--- src/logic/video_pkg.sv ---
`default_nettype none

package video_pkg;

   // Raster reduced for simulation
   localparam int ML = 4;
   localparam int HP = 16;
   localparam int MR = 4;
   localparam int WA = ML + HP + MR;
   localparam int VP = 8;

   // Averaging windows
   localparam int KH = 4;
   localparam int KV = 4;
   localparam int NBLK = HP / KH;

   // One band of clocks plus two
   localparam int BAND_DELAY = WA * KV + 2;

   localparam int PIX_W = 24;
   localparam int GRAY_W = 8;

   // Luma weights add up to 256
   localparam logic [GRAY_W-1:0] WR = 8'd77;
   localparam logic [GRAY_W-1:0] WG = 8'd150;
   localparam logic [GRAY_W-1:0] WB = 8'd29;

   localparam int BLK_SUM_W = $clog2(KH * KV * 255 + 1);
   localparam int LIN_SUM_W = $clog2(HP * KV * 255 + 1);
   localparam int FRM_SUM_W = $clog2(HP * VP * 255 + 1);

   localparam int COL_W = $clog2(HP + 1);
   localparam int BLK_IDX_W = $clog2(NBLK);
   localparam int BAND_CNT_W = $clog2(KV);
   localparam int DLY_PTR_W = $clog2(BAND_DELAY);

endpackage

`default_nettype wire

--- src/logic/mode_pkg.sv ---
`default_nettype none

package mode_pkg;

   // Bits [2:1] pick the window kind, bit 0 the polarity
   typedef enum logic [2:0] {
      DIRECT    = 3'd0,
      INV       = 3'd1,
      BLK_DARK  = 3'd2,
      BLK_LIGHT = 3'd3,
      LIN_DARK  = 3'd4,
      LIN_LIGHT = 3'd5,
      FRM_DARK  = 3'd6,
      FRM_LIGHT = 3'd7
   } oper_mode_t;

   // Indexed by oper_mode_t
   localparam logic [3:0] LED_CODE [8] = '{
      4'b0000, 4'b0001, 4'b1000, 4'b1001,
      4'b0100, 4'b0101, 4'b0010, 4'b0011
   };

endpackage

`default_nettype wire

--- src/logic/video_if.sv ---
`timescale 1ns/10ps
`default_nettype none

interface video_if;
   import video_pkg::*;

   logic             hs;
   logic             vs;
   logic             de;
   logic [PIX_W-1:0] data;

   modport src (output hs, vs, de, data);
   modport snk (input hs, vs, de, data);

endinterface

`default_nettype wire

--- src/logic/rgb_to_gray.sv ---
`timescale 1ns/10ps
`default_nettype none

module rgb_to_gray (
   input  wire  [video_pkg::PIX_W-1:0]  pix_i,
   output logic [video_pkg::GRAY_W-1:0] gray_o
);
   import video_pkg::*;

   logic [GRAY_W-1:0]   r;
   logic [GRAY_W-1:0]   g;
   logic [GRAY_W-1:0]   b;
   logic [2*GRAY_W-1:0] wsum;

   assign r = pix_i[3*GRAY_W-1:2*GRAY_W];
   assign g = pix_i[2*GRAY_W-1:GRAY_W];
   assign b = pix_i[GRAY_W-1:0];

   // Upper byte is the gray level
   assign wsum = WR * r + WG * g + WB * b;
   assign gray_o = wsum[2*GRAY_W-1:GRAY_W];

endmodule

`default_nettype wire

--- src/logic/blk_buffer.sv ---
`timescale 1ns/10ps
`default_nettype none

module blk_buffer (
   input  wire                          vin_clk_i,
   input  wire                          rst_n,
   input  wire                          acc_de_i,
   input  wire  [video_pkg::GRAY_W-1:0] acc_gray_i,
   input  wire                          band_done_i,
   input  wire                          cmp_de_i,
   input  wire  [video_pkg::GRAY_W-1:0] cmp_gray_i,
   output logic                         rx_o
);
   import video_pkg::*;

   logic [COL_W-1:0]     acc_col;
   logic [COL_W-1:0]     cmp_col;
   logic [BLK_IDX_W-1:0] acc_blk;
   logic [BLK_IDX_W-1:0] cmp_blk;
   logic [BLK_SUM_W-1:0] blk_sum [NBLK];
   logic [BLK_SUM_W-1:0] blk_ref [NBLK];
   logic [BLK_SUM_W-1:0] cmp_scaled;

   // Live and delayed pixel index within the active line
   always_ff @(posedge vin_clk_i or negedge rst_n) begin
      if (!rst_n) begin
         acc_col <= '0;
         cmp_col <= '0;
      end else begin
         acc_col <= acc_de_i ? acc_col + 1'b1 : '0;
         cmp_col <= cmp_de_i ? cmp_col + 1'b1 : '0;
      end
   end

   assign acc_blk = BLK_IDX_W'(acc_col / KH);
   assign cmp_blk = BLK_IDX_W'(cmp_col / KH);

   always_ff @(posedge vin_clk_i or negedge rst_n) begin
      if (!rst_n) begin
         for (int i = 0; i < NBLK; i++) begin
            blk_sum[i] <= '0;
            blk_ref[i] <= '0;
         end
      end else if (band_done_i) begin
         for (int i = 0; i < NBLK; i++) begin
            blk_ref[i] <= blk_sum[i];
            blk_sum[i] <= '0;
         end
      end else if (acc_de_i) begin
         blk_sum[acc_blk] <= blk_sum[acc_blk] + acc_gray_i;
      end
   end

   // Gray scaled to the block pixel count
   assign cmp_scaled = cmp_gray_i * BLK_SUM_W'(KH * KV);
   assign rx_o = cmp_scaled < blk_ref[cmp_blk];

   a_acc_col: assert property (@(posedge vin_clk_i) disable iff (!rst_n)
      acc_de_i |-> acc_col < HP) else $error("live line longer than HP");
   a_cmp_col: assert property (@(posedge vin_clk_i) disable iff (!rst_n)
      cmp_de_i |-> cmp_col < HP) else $error("delayed line longer than HP");

endmodule

`default_nettype wire

--- src/logic/lin_buffer.sv ---
`timescale 1ns/10ps
`default_nettype none

module lin_buffer (
   input  wire                          vin_clk_i,
   input  wire                          rst_n,
   input  wire                          acc_de_i,
   input  wire  [video_pkg::GRAY_W-1:0] acc_gray_i,
   input  wire                          band_done_i,
   input  wire  [video_pkg::GRAY_W-1:0] cmp_gray_i,
   output logic                         rx_o
);
   import video_pkg::*;

   logic [LIN_SUM_W-1:0] lin_sum;
   logic [LIN_SUM_W-1:0] lin_ref;
   logic [LIN_SUM_W-1:0] cmp_scaled;

   always_ff @(posedge vin_clk_i or negedge rst_n) begin
      if (!rst_n) begin
         lin_sum <= '0;
         lin_ref <= '0;
      end else if (band_done_i) begin
         lin_ref <= lin_sum;
         lin_sum <= '0;
      end else if (acc_de_i) begin
         lin_sum <= lin_sum + acc_gray_i;
      end
   end

   // Whole band is HP by KV pixels
   assign cmp_scaled = cmp_gray_i * LIN_SUM_W'(HP * KV);
   assign rx_o = cmp_scaled < lin_ref;

endmodule

`default_nettype wire

--- src/logic/frm_buffer.sv ---
`timescale 1ns/10ps
`default_nettype none

module frm_buffer (
   input  wire                          vin_clk_i,
   input  wire                          rst_n,
   input  wire                          acc_vs_i,
   input  wire                          acc_de_i,
   input  wire  [video_pkg::GRAY_W-1:0] acc_gray_i,
   input  wire  [video_pkg::GRAY_W-1:0] cmp_gray_i,
   output logic                         rx_o
);
   import video_pkg::*;

   logic                 acc_vs_r;
   logic                 frm_armed;
   logic [FRM_SUM_W-1:0] frm_sum;
   logic [FRM_SUM_W-1:0] frm_pend;
   logic [FRM_SUM_W-1:0] frm_ref;
   logic [FRM_SUM_W-1:0] cmp_scaled;

   always_ff @(posedge vin_clk_i or negedge rst_n) begin
      if (!rst_n) begin
         acc_vs_r <= 1'b0;
         frm_armed <= 1'b0;
         frm_sum <= '0;
         frm_pend <= '0;
         frm_ref <= '0;
      end else begin
         acc_vs_r <= acc_vs_i;
         if (acc_vs_i && !acc_vs_r) begin
            frm_pend <= frm_sum;
            frm_sum <= '0;
            frm_armed <= 1'b1;
         end else if (acc_de_i) begin
            frm_sum <= frm_sum + acc_gray_i;
         end
         // Delayed frame has drained by the first live pixel of the next one
         if (acc_de_i && frm_armed) begin
            frm_ref <= frm_pend;
            frm_armed <= 1'b0;
         end
      end
   end

   assign cmp_scaled = cmp_gray_i * FRM_SUM_W'(HP * VP);
   assign rx_o = cmp_scaled < frm_ref;

endmodule

`default_nettype wire

--- src/logic/delay_line.sv ---
`timescale 1ns/10ps
`default_nettype none

module delay_line (
   input wire    vin_clk_i,
   input wire    rst_n,
   video_if.snk  d,
   video_if.src  q
);
   import video_pkg::*;

   logic [2:0]           sync_mem [BAND_DELAY];
   logic [PIX_W-1:0]     data_mem [BAND_DELAY];
   logic [DLY_PTR_W-1:0] ptr;

   // Slot under ptr was written one full lap ago
   always_ff @(posedge vin_clk_i or negedge rst_n) begin
      if (!rst_n) begin
         ptr <= '0;
         for (int i = 0; i < BAND_DELAY; i++) begin
            sync_mem[i] <= 3'b000;
         end
      end else begin
         ptr <= (ptr == DLY_PTR_W'(BAND_DELAY - 1)) ? '0 : ptr + 1'b1;
         sync_mem[ptr] <= {d.hs, d.vs, d.de};
      end
   end

   always_ff @(posedge vin_clk_i) begin
      data_mem[ptr] <= d.data;
   end

   assign q.hs = sync_mem[ptr][2];
   assign q.vs = sync_mem[ptr][1];
   assign q.de = sync_mem[ptr][0];
   assign q.data = data_mem[ptr];

endmodule

`default_nettype wire

--- src/logic/mode_ctrl.sv ---
`timescale 1ns/10ps
`default_nettype none

module mode_ctrl (
   input  wire                  vin_clk_i,
   input  wire                  rst_n,
   input  wire                  mode_next_i,
   input  wire                  mode_flip_i,
   input  wire                  led_en_i,
   output mode_pkg::oper_mode_t mode_o,
   output logic [3:0]           led_o
);
   import mode_pkg::*;

   oper_mode_t mode_q;

   always_ff @(posedge vin_clk_i or negedge rst_n) begin
      if (!rst_n) begin
         mode_q <= BLK_DARK;
      end else if (mode_next_i) begin
         // Next window kind wraps from the frame kinds to DIRECT/INV
         mode_q <= oper_mode_t'({mode_q[2:1] + 2'd1, mode_q[0]});
      end else if (mode_flip_i) begin
         mode_q <= oper_mode_t'({mode_q[2:1], ~mode_q[0]});
      end
   end

   assign mode_o = mode_q;
   assign led_o = led_en_i ? LED_CODE[mode_q] : 4'b0000;

   a_mode_known: assert property (@(posedge vin_clk_i) disable iff (!rst_n)
      !$isunknown(mode_o)) else $error("mode_o unknown after reset");

endmodule

`default_nettype wire

--- src/logic/binarize_top.sv ---
`timescale 1ns/10ps
`default_nettype none

module binarize_top (
   input  wire                         vin_clk_i,
   input  wire                         rst_n,
   input  wire                         vin_de_i,
   input  wire                         vin_hs_i,
   input  wire                         vin_vs_i,
   input  wire  [video_pkg::PIX_W-1:0] vin_data_i,
   input  wire                         mode_next_i,
   input  wire                         mode_flip_i,
   input  wire                         led_en_i,
   output logic                        vout_de_o,
   output logic                        vout_hs_o,
   output logic                        vout_vs_o,
   output logic [video_pkg::PIX_W-1:0] vout_data_o,
   output logic [3:0]                  led_o
);
   import video_pkg::*;
   import mode_pkg::*;

   video_if live ();
   video_if dly ();

   logic [GRAY_W-1:0]     gray_live;
   logic [GRAY_W-1:0]     gray_dly;
   logic                  live_de_r;
   logic [BAND_CNT_W-1:0] band_cnt;
   logic                  band_done;
   logic                  blk_rx;
   logic                  lin_rx;
   logic                  frm_rx;
   oper_mode_t            mode;
   logic                  px_inv;

   always_ff @(posedge vin_clk_i or negedge rst_n) begin
      if (!rst_n) begin
         live.hs <= 1'b0;
         live.vs <= 1'b0;
         live.de <= 1'b0;
      end else begin
         live.hs <= vin_hs_i;
         live.vs <= vin_vs_i;
         live.de <= vin_de_i;
      end
   end

   always_ff @(posedge vin_clk_i) begin
      live.data <= vin_data_i;
   end

   // Band counter on live line ends
   always_ff @(posedge vin_clk_i or negedge rst_n) begin
      if (!rst_n) begin
         live_de_r <= 1'b0;
         band_cnt <= '0;
         band_done <= 1'b0;
      end else begin
         live_de_r <= live.de;
         band_done <= 1'b0;
         if (live.vs) begin
            band_cnt <= '0;
         end else if (live_de_r && !live.de) begin
            band_cnt <= (band_cnt == BAND_CNT_W'(KV - 1)) ? '0 : band_cnt + 1'b1;
            // Registered so the load follows the last delayed pixel of the old band
            band_done <= (band_cnt == BAND_CNT_W'(KV - 1));
         end
      end
   end

   rgb_to_gray i_gray_live (.pix_i(live.data), .gray_o(gray_live));
   rgb_to_gray i_gray_dly  (.pix_i(dly.data),  .gray_o(gray_dly));

   blk_buffer i_blk_buffer (
      .vin_clk_i   (vin_clk_i),
      .rst_n       (rst_n),
      .acc_de_i    (live.de),
      .acc_gray_i  (gray_live),
      .band_done_i (band_done),
      .cmp_de_i    (dly.de),
      .cmp_gray_i  (gray_dly),
      .rx_o        (blk_rx)
   );

   lin_buffer i_lin_buffer (
      .vin_clk_i   (vin_clk_i),
      .rst_n       (rst_n),
      .acc_de_i    (live.de),
      .acc_gray_i  (gray_live),
      .band_done_i (band_done),
      .cmp_gray_i  (gray_dly),
      .rx_o        (lin_rx)
   );

   frm_buffer i_frm_buffer (
      .vin_clk_i  (vin_clk_i),
      .rst_n      (rst_n),
      .acc_vs_i   (live.vs),
      .acc_de_i   (live.de),
      .acc_gray_i (gray_live),
      .cmp_gray_i (gray_dly),
      .rx_o       (frm_rx)
   );

   delay_line i_delay_line (.vin_clk_i(vin_clk_i), .rst_n(rst_n), .d(live), .q(dly));

   mode_ctrl i_mode_ctrl (
      .vin_clk_i   (vin_clk_i),
      .rst_n       (rst_n),
      .mode_next_i (mode_next_i),
      .mode_flip_i (mode_flip_i),
      .led_en_i    (led_en_i),
      .mode_o      (mode),
      .led_o       (led_o)
   );

   always_comb begin
      case (mode)
         DIRECT:    px_inv = 1'b0;
         INV:       px_inv = 1'b1;
         BLK_DARK:  px_inv = blk_rx;
         BLK_LIGHT: px_inv = ~blk_rx;
         LIN_DARK:  px_inv = lin_rx;
         LIN_LIGHT: px_inv = ~lin_rx;
         FRM_DARK:  px_inv = frm_rx;
         FRM_LIGHT: px_inv = ~frm_rx;
      endcase
   end

   always_ff @(posedge vin_clk_i or negedge rst_n) begin
      if (!rst_n) begin
         vout_hs_o <= 1'b0;
         vout_vs_o <= 1'b0;
         vout_de_o <= 1'b0;
      end else begin
         vout_hs_o <= dly.hs;
         vout_vs_o <= dly.vs;
         vout_de_o <= dly.de;
      end
   end

   always_ff @(posedge vin_clk_i) begin
      vout_data_o <= dly.data ^ {PIX_W{px_inv}};
   end

   a_no_de_in_vs: assert property (@(posedge vin_clk_i) disable iff (!rst_n)
      !(live.vs && live.de)) else $error("active pixel during vertical sync");

endmodule

`default_nettype wire

--- config.mk ---
export PLATFORM = sky130hd
export DESIGN_NAME = binarize_top
export DESIGN_NICKNAME = d
export VERILOG_FILES = /design/src/logic/video_pkg.sv /design/src/logic/mode_pkg.sv /design/src/logic/video_if.sv /design/src/logic/rgb_to_gray.sv /design/src/logic/blk_buffer.sv /design/src/logic/lin_buffer.sv /design/src/logic/frm_buffer.sv /design/src/logic/delay_line.sv /design/src/logic/mode_ctrl.sv /design/src/logic/binarize_top.sv
export SDC_FILE = /design/constraint.sdc
export NUM_CORES = 2
export LEC_CHECK = 0
export BUFFER_PORTS_ARGS = -buffer_cell sky130_fd_sc_hd__buf_2
export CELL_PAD_IN_SITES_DETAIL_PLACEMENT = 0
export CELL_PAD_IN_SITES_GLOBAL_PLACEMENT = 1
export CORE_MARGIN = 2
export CORE_UTILIZATION = 55
export DETAILED_ROUTE_END_ITERATION = 10
export PLACE_DENSITY = 0.9
export SYNTH_ARGS = -nofsm -noshare
export SYNTH_HDL_FRONTEND = slang
export SYNTH_SLANG_ARGS = --single-unit
--- constraint.sdc ---
create_clock -name vin_clk_i -period 12.78 [get_ports vin_clk_i]
set_input_delay 0.639 -clock vin_clk_i [delete_from_list [all_inputs] [get_ports vin_clk_i]]
set_output_delay 0.639 -clock vin_clk_i [all_outputs]
set_load 0.05 [all_outputs]
==> tab_implementation.tex <==
\begin{tabular}{lr}
\hline
Metric & Value \\
\hline
\multicolumn{2}{l}{\textbf{Worst setup path}} \\
\quad Worst setup EP type & register \\
\quad Startpoint-to-endpoint class of the critical path & reg2reg \\
\quad Reg2Reg Setup Slack & 530 ps \\
\quad Startpoint type of the worst setup path & register \\
\quad Critical R2R Capture & vout\_data\_o[21] \\
\quad Slowest CP cell & sky130\_fd\_sc\_hd\_\_dfrtp\_4 \\
\quad Arrival @ worst endpoint & 12990 ps \\
\quad Source of the worst register-to-register timing path & i\_delay\_line.ptr[2] \\
\quad Most numerous cell on the critical path & sky130\_fd\_sc\_hd\_\_ha\_1 \\
\quad Data required time at the worst endpoint & 13520 ps \\
\quad Reg2reg path depth & 44 \\
\quad Critical path's largest stage delay & 650 ps \\
\quad CP Max Fanout & 65 \\
\multicolumn{2}{l}{\textbf{Detailed routing}} \\
\quad Uppermost layer routed & met5 \\
\quad Post-detailed-route via-to-cell ratio & 6.99 \\
\quad Routed met2 length & 162 mm \\
\quad Final Routed Wirelength & 371 mm \\
\quad Mean routed wirelength per cell & 35.3 um \\
\quad Remaining number of nets flagged by the antenna check after routing & 0 \\
\quad Initial detailed-routing violation count & 12500 \\
\quad Total met3 wirelength after detailed routing & 59.5 mm \\
\quad DRC errors left & 0 \\
\quad Total vias in the final route & 73500 \\
\quad Total routed wire length on the met1 layer & 121 mm \\
\quad 1st-pass router iterations & 6 \\
\multicolumn{2}{l}{\textbf{Place}} \\
\quad Final Wtd Congestion & 0.977 \\
\quad Placed standard-cell area & 0.123 mm2 \\
\quad Post-DP HPWL & 218 mm \\
\quad Count of input and output buffers & 62 \\
\multicolumn{2}{l}{\textbf{Min path}} \\
\quad Hold Path Depth & 3 \\
\quad HP Class & in2reg \\
\quad Worst-case hold path end point & i\_mode\_ctrl.mode\_o[0] \\
\quad Hold path startpoint & mode\_flip\_i \\
\multicolumn{2}{l}{\textbf{Die}} \\
\quad Starting density of the core & 55.3\% \\
\quad Number of primary I/O pins & 63 \\
\quad Cell Rows & 169 \\
\quad Floorplan die width & 466 um \\
\quad Core region area & 0.212 mm2 \\
\quad Overall die area & 0.217 mm2 \\
\quad DIE HEIGHT & 466 um \\
\multicolumn{2}{l}{\textbf{Clocking}} \\
\quad Worst-skew pair later-pin latency & 960 ps \\
\quad Library cell used as clock root buffer & sky130\_fd\_sc\_hd\_\_clkbuf\_16 \\
\quad Clock buffer depth & 4 \\
\quad Clock sink count & 2893 \\
\quad Number of buffers created by CTS & 299 \\
\quad Clock tree from TritonCTS & yes \\
\quad Number of H-tree branching levels & 5 \\
\quad Worst-path clk slew & 60 ps \\
\multicolumn{2}{l}{\textbf{Status}} \\
\quad Result of the run & complete, but fails checks \\
\quad Violations in the final reports & max-capacitance violations, max-slew violations \\
\multicolumn{2}{l}{\textbf{Synthesis}} \\
\quad Most used flip-flop cell after synthesis & sky130\_fd\_sc\_hd\_\_edfxtp\_1 \\
\quad Share of the yosys chip area belonging to registers & 71.6\% \\
\quad Top cell type by total area after synthesis & sky130\_fd\_sc\_hd\_\_edfxtp\_1 \\
\quad Synth Cell Area & 0.117 mm2 \\
\quad EDFF count, synth & 2352 \\
\quad Synthesized Nets & 7530 \\
\quad Number of synthesized register bits & 2893 \\
\quad Number of distinct standard cells referenced by the synthesized netlist & 92 \\
\quad Fraction of registers with async set or reset after synthesis & 17.0\% \\
\quad Post-synthesis area per instance & 16.4 um2 \\
\quad Proportion of netlist area held by the largest area contributor & 60.3\% \\
\quad Number of instances in the synthesized netlist & 7165 \\
\quad Synth warn & 0 \\
\quad Cell types occupying the most area after synthesis & sky130\_fd\_sc\_hd\_\_edfxtp\_1 60\%, sky130\_fd\_sc\_hd\_\_dfrtp\_1 11\%, sky130\_fd\_sc\_hd\_\_mux2\_2 4.8\%, sky130\_fd\_sc\_hd\_\_a22oi\_1 3.2\%, sky130\_fd\_sc\_hd\_\_ha\_1 2.3\% \\
\multicolumn{2}{l}{\textbf{Timing}} \\
\quad Worst-case headroom to the max-slew limit & -19.5\% \\
\quad Transition at the pin with the smallest max-transition slack & 1780 ps \\
\quad Fin crit period & 12250 ps \\
\quad Worst hold slack after final layout & 83.9 ps \\
\quad Tcrit/Tclk final & 95.8\% \\
\quad Worst clock skew & 79.8 ps \\
\quad Max Fclk & 81.6 MHz \\
\quad RSZ-0062 raised after global routing & false \\
\quad Number of pins exceeding their max-slew limit in the final report & 3 \\
\quad Hold Violations, Final & 0 \\
\quad Final setup fails & 0 \\
\multicolumn{2}{l}{\textbf{Global route}} \\
\quad First-pass GRT wire length & 527 mm \\
\quad Number of global-route vias before repair & 73100 \\
\quad Initial antenna violation count & 27 \\
\quad Global route total overflow & 0 \\
\quad Total routing resource utilization after global routing & 34.1\% \\
\quad Largest net degree at the start of global routing & 149 \\
\multicolumn{2}{l}{\textbf{Job}} \\
\quad Number of violations of the max-capacitance limit & 1 \\
\multicolumn{2}{l}{\textbf{Power and ir drop}} \\
\quad Pint & 17.7 mW \\
\quad Switching component of the power & 7.15 mW \\
\quad Combinational Power Share & 22.9\% \\
\quad Flop pwr share & 42.8\% \\
\quad Power density of the placed cells & 187 mW/mm2 \\
\quad Standby leakage power & 46.3 nW \\
\quad Sw Share & 28.8\% \\
\quad Maximum vdd ir drop & 641 uV \\
\quad Proportion of power drawn by the clock network & 34.2\% \\
\multicolumn{2}{l}{\textbf{Final layout}} \\
\quad Final core occ & 62.6\% \\
\quad Highest-count cells in the layout ignoring fill and taps & 2352 x sky130\_fd\_sc\_hd\_\_edfxtp\_1, 496 x sky130\_fd\_sc\_hd\_\_a22oi\_1, 495 x sky130\_fd\_sc\_hd\_\_mux2\_2 \\
\quad Most frequent standard cell in the layout excluding fill and tap cells & sky130\_fd\_sc\_hd\_\_edfxtp\_1 \\
\quad Cell area after layout & 0.133 mm2 \\
\quad Fraction of final layout cells sized beyond drive strength 1 & 20.5\% \\
\quad Post-synthesis to final-layout area growth & 13.2\% \\
\quad \# nets final & 7827 \\
\hline
\end{tabular}
## synthesized netlist by cell type, types with 115 or more instances
cell type,count
sky130_fd_sc_hd__a21oi_1,225
sky130_fd_sc_hd__edfxtp_1,2352
sky130_fd_sc_hd__buf_1,115
sky130_fd_sc_hd__mux2i_1,159
sky130_fd_sc_hd__a22oi_1,496
sky130_fd_sc_hd__dfrtp_1,492
sky130_fd_sc_hd__nor2_1,313
sky130_fd_sc_hd__mux2_2,495
sky130_fd_sc_hd__a221oi_1,302
sky130_fd_sc_hd__nand2_1,178
sky130_fd_sc_hd__a22o_1,183
sky130_fd_sc_hd__a31oi_1,117
sky130_fd_sc_hd__inv_1,261
sky130_fd_sc_hd__clkbuf_1,272
sky130_fd_sc_hd__ha_1,220
sky130_fd_sc_hd__o21ai_0,117
## state kept, by name, summed over array words and instances, names as in the netlist, 2 cells and up
| name | cells |
|---|---|
| band_cnt | 2 |
| i_blk_buffer.acc_col | 4 |
| i_blk_buffer.blk_ref | 48 |
| i_blk_buffer.blk_sum | 48 |
| i_blk_buffer.cmp_col | 4 |
| i_delay_line.data_mem | 2352 |
| i_delay_line.ptr | 7 |
| i_delay_line.sync_mem | 294 |
| i_frm_buffer.frm_pend | 15 |
| i_frm_buffer.frm_ref | 15 |
| i_frm_buffer.frm_sum | 15 |
| i_lin_buffer.lin_ref | 14 |
| i_lin_buffer.lin_sum | 14 |
| i_mode_ctrl.mode_o | 3 |
| live.data | 24 |
| vout_data_o | 24 |
## worst max-delay path by stage
stage	cells past startpoint	start	endpoint	slack, ps
after floorplan	46	i_delay_line.ptr[2]	vout_data_o[18]	1450
final	44	i_delay_line.ptr[2]	vout_data_o[21]	530
after CTS	43	i_delay_line.ptr[2]	vout_data_o[21]	40
after global routing	44	i_delay_line.ptr[2]	vout_data_o[21]	70
after global placement	43	i_delay_line.ptr[2]	vout_data_o[21]	-210
after detailed placement	43	i_delay_line.ptr[2]	vout_data_o[7]	-380
## kinds of logic (layout without fill, tap and decap cells)
| logic type | Yosys count | in the layout | synth area share (%) |
|---|---|---|---|
| AOI/OAI and AO/OA | 1661 | 1661 | 10.5 |
| adders and majority gates | 336 | 336 | 4.31 |
| xor gates and xnor gates | 105 | 105 | 0.880 |
| other | 0 | 9 | 0 |
| buffers and inverters | 692 | 1210 | 2.33 |
| muxes | 724 | 724 | 7.46 |
| DFF | 2893 | 2893 | 71.6 |
| and+or+nand+nor | 754 | 754 | 2.95 |
## power by group through the flow
stage               clock [mW]  sequential [mW]  combinational (mW)
finish                    8.50             10.6                5.69
CTS                       8.50             10.6                5.68
global placement             0             10.8                5.40
detailed placement           0             10.8                5.64
floorplan                    0             10.9                4.17
global route              8.86             10.7                6.38
## critical path: cells and delay by family, from the launching register on
family | cells | cell delay [ps]
buffers and inverters | 8 | 1660
adders and majority gates | 11 | 3950
xor gates and xnor gates | 3 | 490
AOI/OAI and AO/OA | 14 | 2990
and+or+nand+nor | 7 | 2030
muxes | 1 | 110
DFF | 1 | 650
## routing by layer
layer	up-vias	global-route usage, %
met5	-	0.373
met4	26	21.3
met3	1533	12.5
met2	6499	50.3
met1	36600	42.9
li1	28900	-
## repair_timing
action,CTS,global route
hold buffers,29,0
setup endpoints to repair,24,24
resized for setup,1,7
buffers inserted,0,2
hold endpoints to repair,130,0
## metrics by stage
step                total power [mW]  cells  worst slack, ps  setup TNS (ps)
CTS                             24.8  10500             38.3               0
detailed placement              16.5   9950             -377           -8420
global placement                16.2   9950             -208           -4460
finish                          24.8  10500              531               0
floorplan                       15.1   7165             1450               0
global route                    25.9  10500             73.3               0
## area by class of cell
type	count	area, um2
fill	14300	79200
clock buffer	385	8070
clock inverter	137	1290
tap	2821	3530
timing repair buffer	424	3480
antenna	9	22.5
multi-input combinational	3580	31200
sequential	2893	84000
inverter	264	991
Note: power is estimated with default switching activity, not from simulation.
